`src/cpu_pkg.sv`:
```
package cpu_pkg;

    localparam int xlen       = 32;
    localparam int reg_addr_w = 5;

    typedef logic [xlen-1:0]       word_t;
    typedef logic [reg_addr_w-1:0] reg_addr_t;

    // Major opcodes of the supported instructions
    typedef enum logic [6:0] {
        op_lui    = 7'b0110111,
        op_imm    = 7'b0010011,
        op_reg    = 7'b0110011,
        op_branch = 7'b1100011,
        op_jal    = 7'b1101111
    } opcode_e;

    // ALU operations, alu_pass_b forwards operand B (LUI)
    typedef enum logic [3:0] {
        alu_add,
        alu_sub,
        alu_sll,
        alu_slt,
        alu_sltu,
        alu_xor,
        alu_srl,
        alu_sra,
        alu_or,
        alu_and,
        alu_pass_b
    } alu_op_e;

    // Control transfer kinds
    typedef enum logic [2:0] {
        br_none,
        br_eq,
        br_ne,
        br_lt,
        br_ge,
        br_ltu,
        br_geu,
        br_jal
    } branch_e;

    // ADDI x0, x0, 0
    localparam word_t nop_instr = 32'h0000_0013;

endpackage

```
`src/pc_unit.sv`:
```
`timescale 1ns/10ps

module pc_unit #(
    parameter cpu_pkg::word_t reset_pc = '0
) (
    input  logic           clk,
    input  logic           arst_n,
    input  logic           cache_stall,
    input  logic           redirect,
    input  cpu_pkg::word_t redirect_pc,
    output cpu_pkg::word_t pc
);

    cpu_pkg::word_t pc_next;

    // Stall wins over redirect, redirect wins over the increment
    always_comb begin
        if (cache_stall) begin
            pc_next = pc;
        end else if (redirect) begin
            pc_next = redirect_pc;
        end else begin
            pc_next = pc + 32'd4;
        end
    end

    always_ff @(posedge clk or negedge arst_n) begin
        if (!arst_n) begin
            pc <= reset_pc;
        end else begin
            pc <= pc_next;
        end
    end

endmodule

```
`src/register_file.sv`:
```
`timescale 1ns/10ps

module register_file (
    input  logic              clk,
    input  logic              arst_n,
    input  logic              cache_stall,
    input  cpu_pkg::reg_addr_t rs1_addr,
    input  cpu_pkg::reg_addr_t rs2_addr,
    output cpu_pkg::word_t     rs1_data,
    output cpu_pkg::word_t     rs2_data,
    input  logic              wb_we,
    input  cpu_pkg::reg_addr_t wb_rd,
    input  cpu_pkg::word_t     wb_data
);

    import cpu_pkg::*;

    word_t regs [32];
    logic  write_en;

    // x0 is never written
    assign write_en = wb_we && !cache_stall && (wb_rd != '0);

    always_ff @(posedge clk or negedge arst_n) begin
        if (!arst_n) begin
            for (int i = 0; i < 32; i++) begin
                regs[i] <= '0;
            end
        end else if (write_en) begin
            regs[wb_rd] <= wb_data;
        end
    end

    // Same-cycle write shows through to the readers
    always_comb begin
        if (rs1_addr == '0) begin
            rs1_data = '0;
        end else if (write_en && (wb_rd == rs1_addr)) begin
            rs1_data = wb_data;
        end else begin
            rs1_data = regs[rs1_addr];
        end
    end

    always_comb begin
        if (rs2_addr == '0) begin
            rs2_data = '0;
        end else if (write_en && (wb_rd == rs2_addr)) begin
            rs2_data = wb_data;
        end else begin
            rs2_data = regs[rs2_addr];
        end
    end

endmodule

```
`src/decode_stage.sv`:
```
`timescale 1ns/10ps

module decode_stage (
    input  logic               clk,
    input  logic               arst_n,
    input  logic               cache_stall,
    input  cpu_pkg::word_t     pc,
    input  cpu_pkg::word_t     instr,
    input  logic               redirect,
    output cpu_pkg::reg_addr_t rs1_addr,
    output cpu_pkg::reg_addr_t rs2_addr,
    input  cpu_pkg::word_t     rs1_data,
    input  cpu_pkg::word_t     rs2_data,
    output logic               ex_valid,
    output logic               ex_use_imm,
    output logic               ex_rd_we,
    output cpu_pkg::word_t     ex_pc,
    output cpu_pkg::word_t     ex_imm,
    output cpu_pkg::word_t     ex_rs1_data,
    output cpu_pkg::word_t     ex_rs2_data,
    output cpu_pkg::alu_op_e   ex_alu_op,
    output cpu_pkg::branch_e   ex_branch,
    output cpu_pkg::reg_addr_t ex_rs1_addr,
    output cpu_pkg::reg_addr_t ex_rs2_addr,
    output cpu_pkg::reg_addr_t ex_rd
);

    import cpu_pkg::*;

    logic      id_valid;
    word_t     id_pc;
    word_t     id_instr;

    alu_op_e   dec_alu_op;
    branch_e   dec_branch;
    logic      dec_use_imm;
    logic      dec_writes;
    word_t     dec_imm;
    reg_addr_t dec_rd;
    logic      dec_rd_we;
    logic      [2:0] funct3;
    logic      alt;

    assign funct3   = id_instr[14:12];
    assign alt      = id_instr[30];
    assign rs1_addr = id_instr[19:15];
    assign rs2_addr = id_instr[24:20];
    assign dec_rd   = id_instr[11:7];

    // Valid bits, squashed by a taken branch in execute
    always_ff @(posedge clk or negedge arst_n) begin
        if (!arst_n) begin
            id_valid <= 1'b0;
            ex_valid <= 1'b0;
        end else if (!cache_stall) begin
            id_valid <= !redirect;
            ex_valid <= id_valid && !redirect;
        end
    end

    // Fetch/decode register
    always_ff @(posedge clk) begin
        if (!cache_stall) begin
            id_pc    <= pc;
            id_instr <= redirect ? nop_instr : instr;
        end
    end

    always_comb begin
        dec_alu_op  = alu_add;
        dec_branch  = br_none;
        dec_use_imm = 1'b0;
        dec_writes  = 1'b0;
        dec_imm     = {{20{id_instr[31]}}, id_instr[31:20]};
        case (id_instr[6:0])
            op_lui: begin
                dec_alu_op  = alu_pass_b;
                dec_use_imm = 1'b1;
                dec_writes  = 1'b1;
                dec_imm     = {id_instr[31:12], 12'b0};
            end
            op_imm, op_reg: begin
                dec_use_imm = (id_instr[6:0] == op_imm);
                dec_writes  = 1'b1;
                case (funct3)
                    3'b000:  dec_alu_op = (!dec_use_imm && alt) ? alu_sub : alu_add;
                    3'b001:  dec_alu_op = alu_sll;
                    3'b010:  dec_alu_op = alu_slt;
                    3'b011:  dec_alu_op = alu_sltu;
                    3'b100:  dec_alu_op = alu_xor;
                    3'b101:  dec_alu_op = alt ? alu_sra : alu_srl;
                    3'b110:  dec_alu_op = alu_or;
                    default: dec_alu_op = alu_and;
                endcase
            end
            op_branch: begin
                dec_imm = {{19{id_instr[31]}}, id_instr[31], id_instr[7],
                           id_instr[30:25], id_instr[11:8], 1'b0};
                case (funct3)
                    3'b000:  dec_branch = br_eq;
                    3'b001:  dec_branch = br_ne;
                    3'b100:  dec_branch = br_lt;
                    3'b101:  dec_branch = br_ge;
                    3'b110:  dec_branch = br_ltu;
                    3'b111:  dec_branch = br_geu;
                    default: dec_branch = br_none;
                endcase
            end
            op_jal: begin
                dec_branch = br_jal;
                dec_writes = 1'b1;
                dec_imm    = {{11{id_instr[31]}}, id_instr[31], id_instr[19:12],
                              id_instr[20], id_instr[30:21], 1'b0};
            end
            // Anything else passes through as a no-op
            default: begin
                dec_writes = 1'b0;
            end
        endcase
    end

    assign dec_rd_we = dec_writes && (dec_rd != '0);

    // Decode/execute register
    always_ff @(posedge clk) begin
        if (!cache_stall) begin
            ex_pc       <= id_pc;
            ex_alu_op   <= dec_alu_op;
            ex_branch   <= dec_branch;
            ex_use_imm  <= dec_use_imm;
            ex_imm      <= dec_imm;
            ex_rs1_addr <= rs1_addr;
            ex_rs2_addr <= rs2_addr;
            ex_rs1_data <= rs1_data;
            ex_rs2_data <= rs2_data;
            ex_rd       <= dec_rd;
            ex_rd_we    <= dec_rd_we;
        end
    end

endmodule

```
`src/execute_stage.sv`:
```
`timescale 1ns/10ps

module execute_stage (
    input  logic               clk,
    input  logic               arst_n,
    input  logic               cache_stall,
    input  logic               ex_valid,
    input  logic               ex_use_imm,
    input  logic               ex_rd_we,
    input  cpu_pkg::word_t     ex_pc,
    input  cpu_pkg::word_t     ex_imm,
    input  cpu_pkg::word_t     ex_rs1_data,
    input  cpu_pkg::word_t     ex_rs2_data,
    input  cpu_pkg::alu_op_e   ex_alu_op,
    input  cpu_pkg::branch_e   ex_branch,
    input  cpu_pkg::reg_addr_t ex_rs1_addr,
    input  cpu_pkg::reg_addr_t ex_rs2_addr,
    input  cpu_pkg::reg_addr_t ex_rd,
    output logic               redirect,
    output cpu_pkg::word_t     redirect_pc,
    output logic               wb_we,
    output cpu_pkg::reg_addr_t wb_rd,
    output cpu_pkg::word_t     wb_data,
    output logic               retire_valid,
    output cpu_pkg::word_t     retire_pc
);

    import cpu_pkg::*;

    word_t op_a;
    word_t op_b;
    word_t alu_b;
    word_t alu_result;
    word_t result;
    logic  taken;
    logic  wb_valid;

    // Forward from the writeback register
    assign op_a  = (wb_we && (wb_rd == ex_rs1_addr)) ? wb_data : ex_rs1_data;
    assign op_b  = (wb_we && (wb_rd == ex_rs2_addr)) ? wb_data : ex_rs2_data;
    assign alu_b = ex_use_imm ? ex_imm : op_b;

    always_comb begin
        case (ex_alu_op)
            alu_add:    alu_result = op_a + alu_b;
            alu_sub:    alu_result = op_a - alu_b;
            alu_sll:    alu_result = op_a << alu_b[4:0];
            alu_slt:    alu_result = {31'b0, $signed(op_a) < $signed(alu_b)};
            alu_sltu:   alu_result = {31'b0, op_a < alu_b};
            alu_xor:    alu_result = op_a ^ alu_b;
            alu_srl:    alu_result = op_a >> alu_b[4:0];
            alu_sra:    alu_result = $signed(op_a) >>> alu_b[4:0];
            alu_or:     alu_result = op_a | alu_b;
            alu_and:    alu_result = op_a & alu_b;
            default:    alu_result = alu_b;
        endcase
    end

    // Branch compare always uses the register operands
    always_comb begin
        case (ex_branch)
            br_eq:   taken = (op_a == op_b);
            br_ne:   taken = (op_a != op_b);
            br_lt:   taken = ($signed(op_a) < $signed(op_b));
            br_ge:   taken = ($signed(op_a) >= $signed(op_b));
            br_ltu:  taken = (op_a < op_b);
            br_geu:  taken = (op_a >= op_b);
            br_jal:  taken = 1'b1;
            default: taken = 1'b0;
        endcase
    end

    assign redirect    = ex_valid && taken;
    assign redirect_pc = ex_pc + ex_imm;

    // JAL links pc+4
    assign result = (ex_branch == br_jal) ? ex_pc + 32'd4 : alu_result;

    always_ff @(posedge clk or negedge arst_n) begin
        if (!arst_n) begin
            wb_valid <= 1'b0;
            wb_we    <= 1'b0;
        end else if (!cache_stall) begin
            wb_valid <= ex_valid;
            wb_we    <= ex_valid && ex_rd_we;
        end
    end

    always_ff @(posedge clk) begin
        if (!cache_stall) begin
            wb_rd     <= ex_rd;
            wb_data   <= result;
            retire_pc <= ex_pc;
        end
    end

    // Held instruction retires on the first unstalled cycle
    assign retire_valid = wb_valid && !cache_stall;

endmodule

```
`src/riscv_cpu.sv`:
```
`timescale 1ns/10ps

module riscv_cpu #(
    parameter cpu_pkg::word_t reset_pc = '0
) (
    input  logic               clk,
    input  logic               arst_n,
    input  cpu_pkg::word_t     instr,
    input  logic               cache_stall,
    output cpu_pkg::word_t     pc,
    output logic               retire_valid,
    output logic               retire_we,
    output cpu_pkg::word_t     retire_pc,
    output cpu_pkg::word_t     retire_value,
    output cpu_pkg::reg_addr_t retire_rd
);

    import cpu_pkg::*;

    logic      redirect;
    word_t     redirect_pc;

    reg_addr_t rs1_addr;
    reg_addr_t rs2_addr;
    word_t     rs1_data;
    word_t     rs2_data;

    logic      ex_valid;
    logic      ex_use_imm;
    logic      ex_rd_we;
    word_t     ex_pc;
    word_t     ex_imm;
    word_t     ex_rs1_data;
    word_t     ex_rs2_data;
    alu_op_e   ex_alu_op;
    branch_e   ex_branch;
    reg_addr_t ex_rs1_addr;
    reg_addr_t ex_rs2_addr;
    reg_addr_t ex_rd;

    logic      wb_we;
    reg_addr_t wb_rd;
    word_t     wb_data;

    assign retire_we    = wb_we;
    assign retire_rd    = wb_rd;
    assign retire_value = wb_data;

    pc_unit #(
        .reset_pc(reset_pc)
    ) pc_inst0 (
        .clk(clk),
        .arst_n(arst_n),
        .cache_stall(cache_stall),
        .redirect(redirect),
        .redirect_pc(redirect_pc),
        .pc(pc)
    );

    register_file rf_inst0 (
        .clk(clk),
        .arst_n(arst_n),
        .cache_stall(cache_stall),
        .rs1_addr(rs1_addr),
        .rs2_addr(rs2_addr),
        .rs1_data(rs1_data),
        .rs2_data(rs2_data),
        .wb_we(wb_we),
        .wb_rd(wb_rd),
        .wb_data(wb_data)
    );

    decode_stage decode_inst0 (
        .clk(clk),
        .arst_n(arst_n),
        .cache_stall(cache_stall),
        .pc(pc),
        .instr(instr),
        .redirect(redirect),
        .rs1_addr(rs1_addr),
        .rs2_addr(rs2_addr),
        .rs1_data(rs1_data),
        .rs2_data(rs2_data),
        .ex_valid(ex_valid),
        .ex_use_imm(ex_use_imm),
        .ex_rd_we(ex_rd_we),
        .ex_pc(ex_pc),
        .ex_imm(ex_imm),
        .ex_rs1_data(ex_rs1_data),
        .ex_rs2_data(ex_rs2_data),
        .ex_alu_op(ex_alu_op),
        .ex_branch(ex_branch),
        .ex_rs1_addr(ex_rs1_addr),
        .ex_rs2_addr(ex_rs2_addr),
        .ex_rd(ex_rd)
    );

    execute_stage execute_inst0 (
        .clk(clk),
        .arst_n(arst_n),
        .cache_stall(cache_stall),
        .ex_valid(ex_valid),
        .ex_use_imm(ex_use_imm),
        .ex_rd_we(ex_rd_we),
        .ex_pc(ex_pc),
        .ex_imm(ex_imm),
        .ex_rs1_data(ex_rs1_data),
        .ex_rs2_data(ex_rs2_data),
        .ex_alu_op(ex_alu_op),
        .ex_branch(ex_branch),
        .ex_rs1_addr(ex_rs1_addr),
        .ex_rs2_addr(ex_rs2_addr),
        .ex_rd(ex_rd),
        .redirect(redirect),
        .redirect_pc(redirect_pc),
        .wb_we(wb_we),
        .wb_rd(wb_rd),
        .wb_data(wb_data),
        .retire_valid(retire_valid),
        .retire_pc(retire_pc)
    );

endmodule

```
`config.mk`:
```
export PLATFORM = sky130hd
export DESIGN_NAME = riscv_cpu
export DESIGN_NICKNAME = d
export VERILOG_FILES = /design/src/cpu_pkg.sv /design/src/pc_unit.sv /design/src/register_file.sv /design/src/decode_stage.sv /design/src/execute_stage.sv /design/src/riscv_cpu.sv
export SDC_FILE = /design/constraint.sdc
export NUM_CORES = 2
export LEC_CHECK = 0
export BUFFER_PORTS_ARGS = -buffer_cell sky130_fd_sc_hd__buf_2
export CAP_MARGIN = 30
export CORE_ASPECT_RATIO = 1.1
export CORE_MARGIN = 2
export CORE_UTILIZATION = 60
export DETAILED_ROUTE_END_ITERATION = 12
export GPL_TIMING_DRIVEN = 0
export PLACE_DENSITY_LB_ADDON = 0.15
export SYNTH_ARGS = -nofsm -noshare
export SYNTH_HDL_FRONTEND = slang
export SYNTH_HIERARCHICAL = 1
export SYNTH_SLANG_ARGS = --single-unit
export TNS_END_PERCENT = 5
```
`constraint.sdc`:
```
create_clock -name clk -period 8.3 [get_ports clk]
set_input_delay 1.66 -clock clk [delete_from_list [all_inputs] [get_ports clk]]
set_output_delay 1.66 -clock clk [all_outputs]
set_load 0.01 [all_outputs]
```
==> impl_metrics.xml, run 1 <==
<?xml version="1.0" encoding="UTF-8"?>
<metrics>
  <group name="run_status">
    <metric name="status" unit="">aborted with a tool error</metric>
    <metric name="stop_stage" unit="">global routing (5_1_grt)</metric>
    <metric name="flow.first_error" unit="">[ERROR GRT-0116] Global routing finished with congestion. Check the congestion regions in the DRC Viewer.</metric>
  </group>
  <group name="place">
    <metric name="pre_cts_slack" unit="ps">186</metric>
    <metric name="port-buffer-count" unit="">137</metric>
    <metric name="numPlacedInstances" unit="">9030</metric>
    <metric name="place.detailed.hpwl" unit="um">338000</metric>
    <metric name="place.gp.congestion" unit="">1.23</metric>
  </group>
  <group name="floorplanning">
    <metric name="initial_util" unit="">0.604</metric>
    <metric name="placementRows" unit="">142</metric>
    <metric name="die_height" unit="um">392</metric>
    <metric name="design.portCount" unit="">138</metric>
    <metric name="die_w" unit="um">357</metric>
  </group>
  <group name="grt">
    <metric name="first_pass_grt_wire_length" unit="um">693000</metric>
    <metric name="groute.usage.overall" unit="">0.723</metric>
    <metric name="grt_pass1_vias" unit="">80102</metric>
    <metric name="grt_max_degree" unit="">175</metric>
    <metric name="overflow" unit="">653</metric>
  </group>
  <group name="logic_synthesis">
    <metric name="synth.cells.most_frequent" unit="">sky130_fd_sc_hd__mux2_2 (1070), sky130_fd_sc_hd__dfrtp_1 (1060), sky130_fd_sc_hd__mux2i_1 (458), sky130_fd_sc_hd__clkbuf_1 (342), sky130_fd_sc_hd__mux4_2 (333)</metric>
    <metric name="post-synth-top-area-cell" unit="">sky130_fd_sc_hd__dfrtp_1</metric>
    <metric name="post_synth_mux_area_share" unit="">0.295</metric>
    <metric name="synth_compound_area_frac" unit="">0.122</metric>
    <metric name="synth_xor_area_frac" unit="">0.00958</metric>
    <metric name="syn-cell-area" unit="um2">82200</metric>
    <metric name="postSynthNetCount" unit="">7164</metric>
    <metric name="ys_seq_area_frac" unit="">0.427</metric>
    <metric name="ys_dominant_reg_cell" unit="">sky130_fd_sc_hd__dfrtp_1</metric>
    <metric name="fraction_of_the_mapped_netlist_area_in_adder_cells" unit="">0.0259</metric>
    <metric name="synth.avg_cell_area" unit="um2">11.8</metric>
    <metric name="postSynthRegisterBits" unit="">1345</metric>
    <metric name="ys_top_cells_by_area" unit="">sky130_fd_sc_hd__dfrtp_1 (32%), sky130_fd_sc_hd__mux2_2 (15%), sky130_fd_sc_hd__edfxtp_1 (10%), sky130_fd_sc_hd__mux4_2 (9.1%), sky130_fd_sc_hd__mux2i_1 (5.6%)</metric>
    <metric name="synth.most_common_cell" unit="">sky130_fd_sc_hd__mux2_2</metric>
    <metric name="post_synth_and_or_nand_nor_area_fraction" unit="">0.0752</metric>
    <metric name="synth-async-reset-ratio" unit="">0.788</metric>
    <metric name="synth-edff-count" unit="">285</metric>
    <metric name="netlist_instances" unit="">6961</metric>
    <metric name="synth_top_family_by_area" unit="">multiplexers</metric>
    <metric name="yosysUniqueCellTypes" unit="">115</metric>
    <metric name="synth_largest_type_area_fraction" unit="">0.323</metric>
    <metric name="ys.warnings.count" unit="">6</metric>
  </group>
  <group name="cts">
    <metric name="postCtsResizedCells" unit="">0</metric>
    <metric name="h_tree_depth" unit="">4</metric>
    <metric name="cts_num_sinks" unit="">1345</metric>
    <metric name="ctsRootBufferMaster" unit="">sky130_fd_sc_hd__clkbuf_16</metric>
    <metric name="cts_buf_count" unit="">143</metric>
    <metric name="post_cts_hold_buffer_count" unit="">0</metric>
    <metric name="cts_setup_buffers" unit="">0</metric>
    <metric name="cts.path.max_buffers" unit="">3</metric>
  </group>
</metrics>
[cells by family after synthesis]
kind of cell | after synthesis
xor gates and xnor gates | 89
AOI/OAI and AO/OA | 1462
adders and majority gates | 168
buffers and inverters | 796
DFF | 1345
muxes | 1864
and+or+nand+nor | 1237
[metrics by stage]
step,hold WS (ps),cell area (um2)
after floorplan,400,82200
after global placement,401,85100
after detailed placement,405,87200
after CTS,419,92200
[layer usage]
layer | overflow | GRT usage
met4 | 258 | 0.733
met2 | 381 | 0.920
met1 | 5 | 0.726
met3 | 9 | 0.514
met5 | 0 | 0.265
==> run 2, diff against run 1 <==
CORE_ASPECT_RATIO = unset   (was 1.1)
CORE_UTILIZATION = 40   (was 60)
==> impl_metrics.xml, run 2 <==
<?xml version="1.0" encoding="UTF-8"?>
<metrics>
  <group name="logic_synthesis">
    <metric name="ys_dominant_reg_cell" unit="">sky130_fd_sc_hd__dfrtp_1</metric>
    <metric name="synth_top_family_by_area" unit="">multiplexers</metric>
    <metric name="ys.warnings.count" unit="">6</metric>
    <metric name="postSynthNetCount" unit="">7164</metric>
    <metric name="synth.avg_cell_area" unit="um2">11.8</metric>
    <metric name="netlist_instances" unit="">6961</metric>
    <metric name="fraction_of_the_mapped_netlist_area_in_adder_cells" unit="">0.0259</metric>
    <metric name="postSynthRegisterBits" unit="">1345</metric>
    <metric name="ys_seq_area_frac" unit="">0.427</metric>
    <metric name="post_synth_and_or_nand_nor_area_fraction" unit="">0.0752</metric>
    <metric name="synth-edff-count" unit="">285</metric>
    <metric name="syn-cell-area" unit="um2">82200</metric>
    <metric name="synth.most_common_cell" unit="">sky130_fd_sc_hd__mux2_2</metric>
    <metric name="ys_top_cells_by_area" unit="">sky130_fd_sc_hd__dfrtp_1 (32%), sky130_fd_sc_hd__mux2_2 (15%), sky130_fd_sc_hd__edfxtp_1 (10%), sky130_fd_sc_hd__mux4_2 (9.1%), sky130_fd_sc_hd__mux2i_1 (5.6%)</metric>
    <metric name="synth_largest_type_area_fraction" unit="">0.323</metric>
    <metric name="synth_compound_area_frac" unit="">0.122</metric>
    <metric name="synth-async-reset-ratio" unit="">0.788</metric>
    <metric name="yosysUniqueCellTypes" unit="">115</metric>
    <metric name="post-synth-top-area-cell" unit="">sky130_fd_sc_hd__dfrtp_1</metric>
    <metric name="post_synth_mux_area_share" unit="">0.295</metric>
    <metric name="synth_xor_area_frac" unit="">0.00958</metric>
    <metric name="synth.cells.most_frequent" unit="">sky130_fd_sc_hd__mux2_2 (1070), sky130_fd_sc_hd__dfrtp_1 (1060), sky130_fd_sc_hd__mux2i_1 (458), sky130_fd_sc_hd__clkbuf_1 (342), sky130_fd_sc_hd__mux4_2 (333)</metric>
  </group>
  <group name="grt">
    <metric name="overflow" unit="">0</metric>
    <metric name="grt_max_degree" unit="">168</metric>
    <metric name="grt_pass1_vias" unit="">69620</metric>
    <metric name="groute.usage.overall" unit="">0.484</metric>
    <metric name="first_pass_grt_wire_length" unit="um">670000</metric>
    <metric name="antenna_violations_before_repair" unit="">57</metric>
  </group>
  <group name="cts">
    <metric name="worst_skew_pair.late_latency" unit="ps">870</metric>
    <metric name="cts.path.max_buffers" unit="">3</metric>
    <metric name="ctsRootBufferMaster" unit="">sky130_fd_sc_hd__clkbuf_16</metric>
    <metric name="cts_buf_count" unit="">159</metric>
    <metric name="cts_tree" unit="">built</metric>
    <metric name="clk_transition_reported_paths" unit="ps">60</metric>
    <metric name="post_cts_hold_buffer_count" unit="">0</metric>
    <metric name="cts_num_sinks" unit="">1345</metric>
    <metric name="h_tree_depth" unit="">4</metric>
  </group>
  <group name="critical_path">
    <metric name="critPathKind" unit="">reg -&gt; reg</metric>
    <metric name="required_time_worst_endpoint" unit="ps">8840</metric>
    <metric name="crit_path_end_kind" unit="">flip-flop</metric>
    <metric name="setup.worst_path.start_class" unit="">flip-flop</metric>
    <metric name="critPathMaxFanout" unit="">12</metric>
    <metric name="crit_arrival" unit="ps">8780</metric>
  </group>
  <group name="cells_and_area">
    <metric name="stdcell_count" unit="">10312</metric>
    <metric name="finalNetCount" unit="">7660</metric>
    <metric name="multiInputGateArea" unit="um2">43400</metric>
    <metric name="finalInstanceArea" unit="um2">95100</metric>
    <metric name="share_of_layout_cells_above_drive_strength_1" unit="">0.313</metric>
    <metric name="sequential_cell_area" unit="um2">35100</metric>
    <metric name="mostFrequentLayoutCells" unit="">sky130_fd_sc_hd__mux2_2 (1070), sky130_fd_sc_hd__dfrtp_1 (1060), sky130_fd_sc_hd__mux2i_1 (458), sky130_fd_sc_hd__clkbuf_1 (338), sky130_fd_sc_hd__mux4_2 (333)</metric>
    <metric name="n_fill_cell" unit="">18963</metric>
    <metric name="layout_commonest_cell" unit="">sky130_fd_sc_hd__mux2_2</metric>
    <metric name="largest-register" unit="">rf_inst0/regs</metric>
    <metric name="largest_register_ff_count" unit="">1024</metric>
    <metric name="post_route_core_utilization" unit="">0.465</metric>
    <metric name="area_growth_syn_to_layout" unit="%">15.7</metric>
  </group>
  <group name="floorplanning">
    <metric name="design.core.area" unit="um2">204000</metric>
    <metric name="placementRows" unit="">166</metric>
    <metric name="initial_util" unit="">0.402</metric>
    <metric name="die_w" unit="um">457</metric>
    <metric name="total_die_area" unit="um2">209000</metric>
    <metric name="design.portCount" unit="">138</metric>
    <metric name="die_height" unit="um">457</metric>
  </group>
  <group name="timing">
    <metric name="setup_total_negative_slack" unit="ps">0</metric>
    <metric name="slew_violations" unit="">0</metric>
    <metric name="setup_viol" unit="">0</metric>
    <metric name="skew" unit="ps">45.2</metric>
    <metric name="setup_slack" unit="ps">64.1</metric>
    <metric name="fmax" unit="MHz">121</metric>
    <metric name="final.hold.worst_slack" unit="ps">417</metric>
    <metric name="max-slew-margin-rel" unit="">0.221</metric>
    <metric name="min_period_over_period" unit="">0.992</metric>
    <metric name="hold_viol_final" unit="">0</metric>
    <metric name="period_minus_slack" unit="ps">8240</metric>
    <metric name="max_slew.worst_pin.slew" unit="ps">1170</metric>
    <metric name="setup_repair_after_global_routing_missed_its_margin" unit="">false</metric>
  </group>
  <group name="hold_path">
    <metric name="hold_class" unit="">reg -&gt; reg</metric>
  </group>
  <group name="power_and_ir_drop">
    <metric name="ir_worst_vdd" unit="uV">250</metric>
    <metric name="power-per-cell-area" unit="nW/um2">227</metric>
    <metric name="total_leakage_power" unit="nW">41.3</metric>
    <metric name="total_power" unit="mW">21.5</metric>
  </group>
  <group name="place">
    <metric name="place.detailed.hpwl" unit="um">379000</metric>
    <metric name="detailed_place.area" unit="um2">89300</metric>
    <metric name="port-buffer-count" unit="">137</metric>
    <metric name="numPlacedInstances" unit="">9966</metric>
    <metric name="pre_cts_slack" unit="ps">-571</metric>
    <metric name="place.gp.congestion" unit="">1.07</metric>
  </group>
  <group name="run_status">
    <metric name="status" unit="">complete, no violations</metric>
  </group>
  <group name="route">
    <metric name="vias_per_cell" unit="">7.14</metric>
    <metric name="route.detailed.drc" unit="">0</metric>
    <metric name="drt_iter0_drc" unit="">11418</metric>
    <metric name="drt-total-wl" unit="um">516000</metric>
    <metric name="drt_pre_antenna_iters" unit="">8</metric>
    <metric name="routedWlPerCell" unit="um">50.0</metric>
    <metric name="routed-via-count" unit="">73620</metric>
    <metric name="antenna_left" unit="">0</metric>
  </group>
  <group name="job">
    <metric name="drv.max_cap_violation_count" unit="">0</metric>
  </group>
</metrics>
==> run 2: cell counts after synthesis <==
Identical to the previous run, type by type.
==> run 2: cells by family (layout without fill, tap and decap cells) <==
logic type / after synthesis / in the layout
adder cells (fa/ha/maj): 168 / 168
AND/OR/NAND/NOR: 1237 / 1237
multiplexers: 1864 / 1864
buffers and inverters: 796 / 1413
flip-flops: 1345 / 1345
AO/OA/AOI/OAI: 1462 / 1462
XOR/XNOR: 89 / 89
other: 0 / 46
==> run 2: path summary, 6_finish.rpt <==
| kind | slack, ps | from | cells after the start | to |
|---|---|---|---|---|
| setup / recovery | 60 | execute_inst0/wb_rd[3] | 19 | execute_inst0/wb_data[24] |
| hold / removal | 420 | decode_inst0/id_pc[7] | 0 | decode_inst0/ex_pc[7] |
| setup reg to reg | 60 | execute_inst0/wb_rd[3] | 19 | execute_inst0/wb_data[24] |
| hold reg to reg | 420 | decode_inst0/id_pc[7] | 0 | decode_inst0/ex_pc[7] |
| max in group asynchronous | 5590 | arst_n | 3 | rf_inst0/regs[261] |
| min in group asynchronous | 660 | arst_n | 1 | rf_inst0/regs[54] |
==> run 2: layer usage <==
layer	track usage	vias to the layer above	wire length, um
li1	-	27697	-
met1	0.543	37881	179000
met2	0.687	5929	214000
met3	0.198	2076	60300
met4	0.466	37	61100
met5	0.0211	-	1020
==> run 2: layout make-up <==
class | count | share of cell area
diodes | 46 | 0.00121
plain buffers | 622 | 0.0332
clock buffers | 224 | 0.0479
clock inverters | 58 | 0.00848
inverters | 172 | 0.00690
multi-input cells | 4820 | 0.457
flip-flops and latches | 1345 | 0.369
well taps | 2688 | 0.0354
repair buffers | 337 | 0.0409
==> run 2: worst max-delay path, stage by stage (launching register included) <==
cell and delay (ps):
sky130_fd_sc_hd__edfxtp_1 560, sky130_fd_sc_hd__xnor2_1 280, sky130_fd_sc_hd__nand4_2 540, sky130_fd_sc_hd__nor2_2 510, sky130_fd_sc_hd__a221oi_2 120, sky130_fd_sc_hd__buf_6 210, sky130_fd_sc_hd__buf_2 290, sky130_fd_sc_hd__buf_1 450
sky130_fd_sc_hd__buf_2 390, sky130_fd_sc_hd__fa_1 540, sky130_fd_sc_hd__or2_2 320, sky130_fd_sc_hd__a221oi_1 540, sky130_fd_sc_hd__o41ai_1 250, sky130_fd_sc_hd__a211oi_2 410, sky130_fd_sc_hd__a31oi_1 400, sky130_fd_sc_hd__o221a_2 460
sky130_fd_sc_hd__or4_1 400, sky130_fd_sc_hd__a21oi_1 430, sky130_fd_sc_hd__a221oi_1 150, sky130_fd_sc_hd__a31oi_2 630
==> run 2: power breakdown <==
group | internal [mW] | switching [mW] | leakage [nW]
combinational | 1.93 | 4.06 | 21.4
clock | 4.30 | 3.07 | 2.63
sequential | 7.43 | 0.734 | 17.3
total | 13.7 | 7.87 | 41.3
==> run 2: what timing repair did <==
action                                  4_1_cts  5_1_grt
gates resized for setup                       3        4
endpoints found under the setup margin        4        1
pin swaps                                     0        0
setup buffers                                 0        3
hold endpoints to repair                      0        0
No activity file was read; power rests on OpenSTA's default activity.
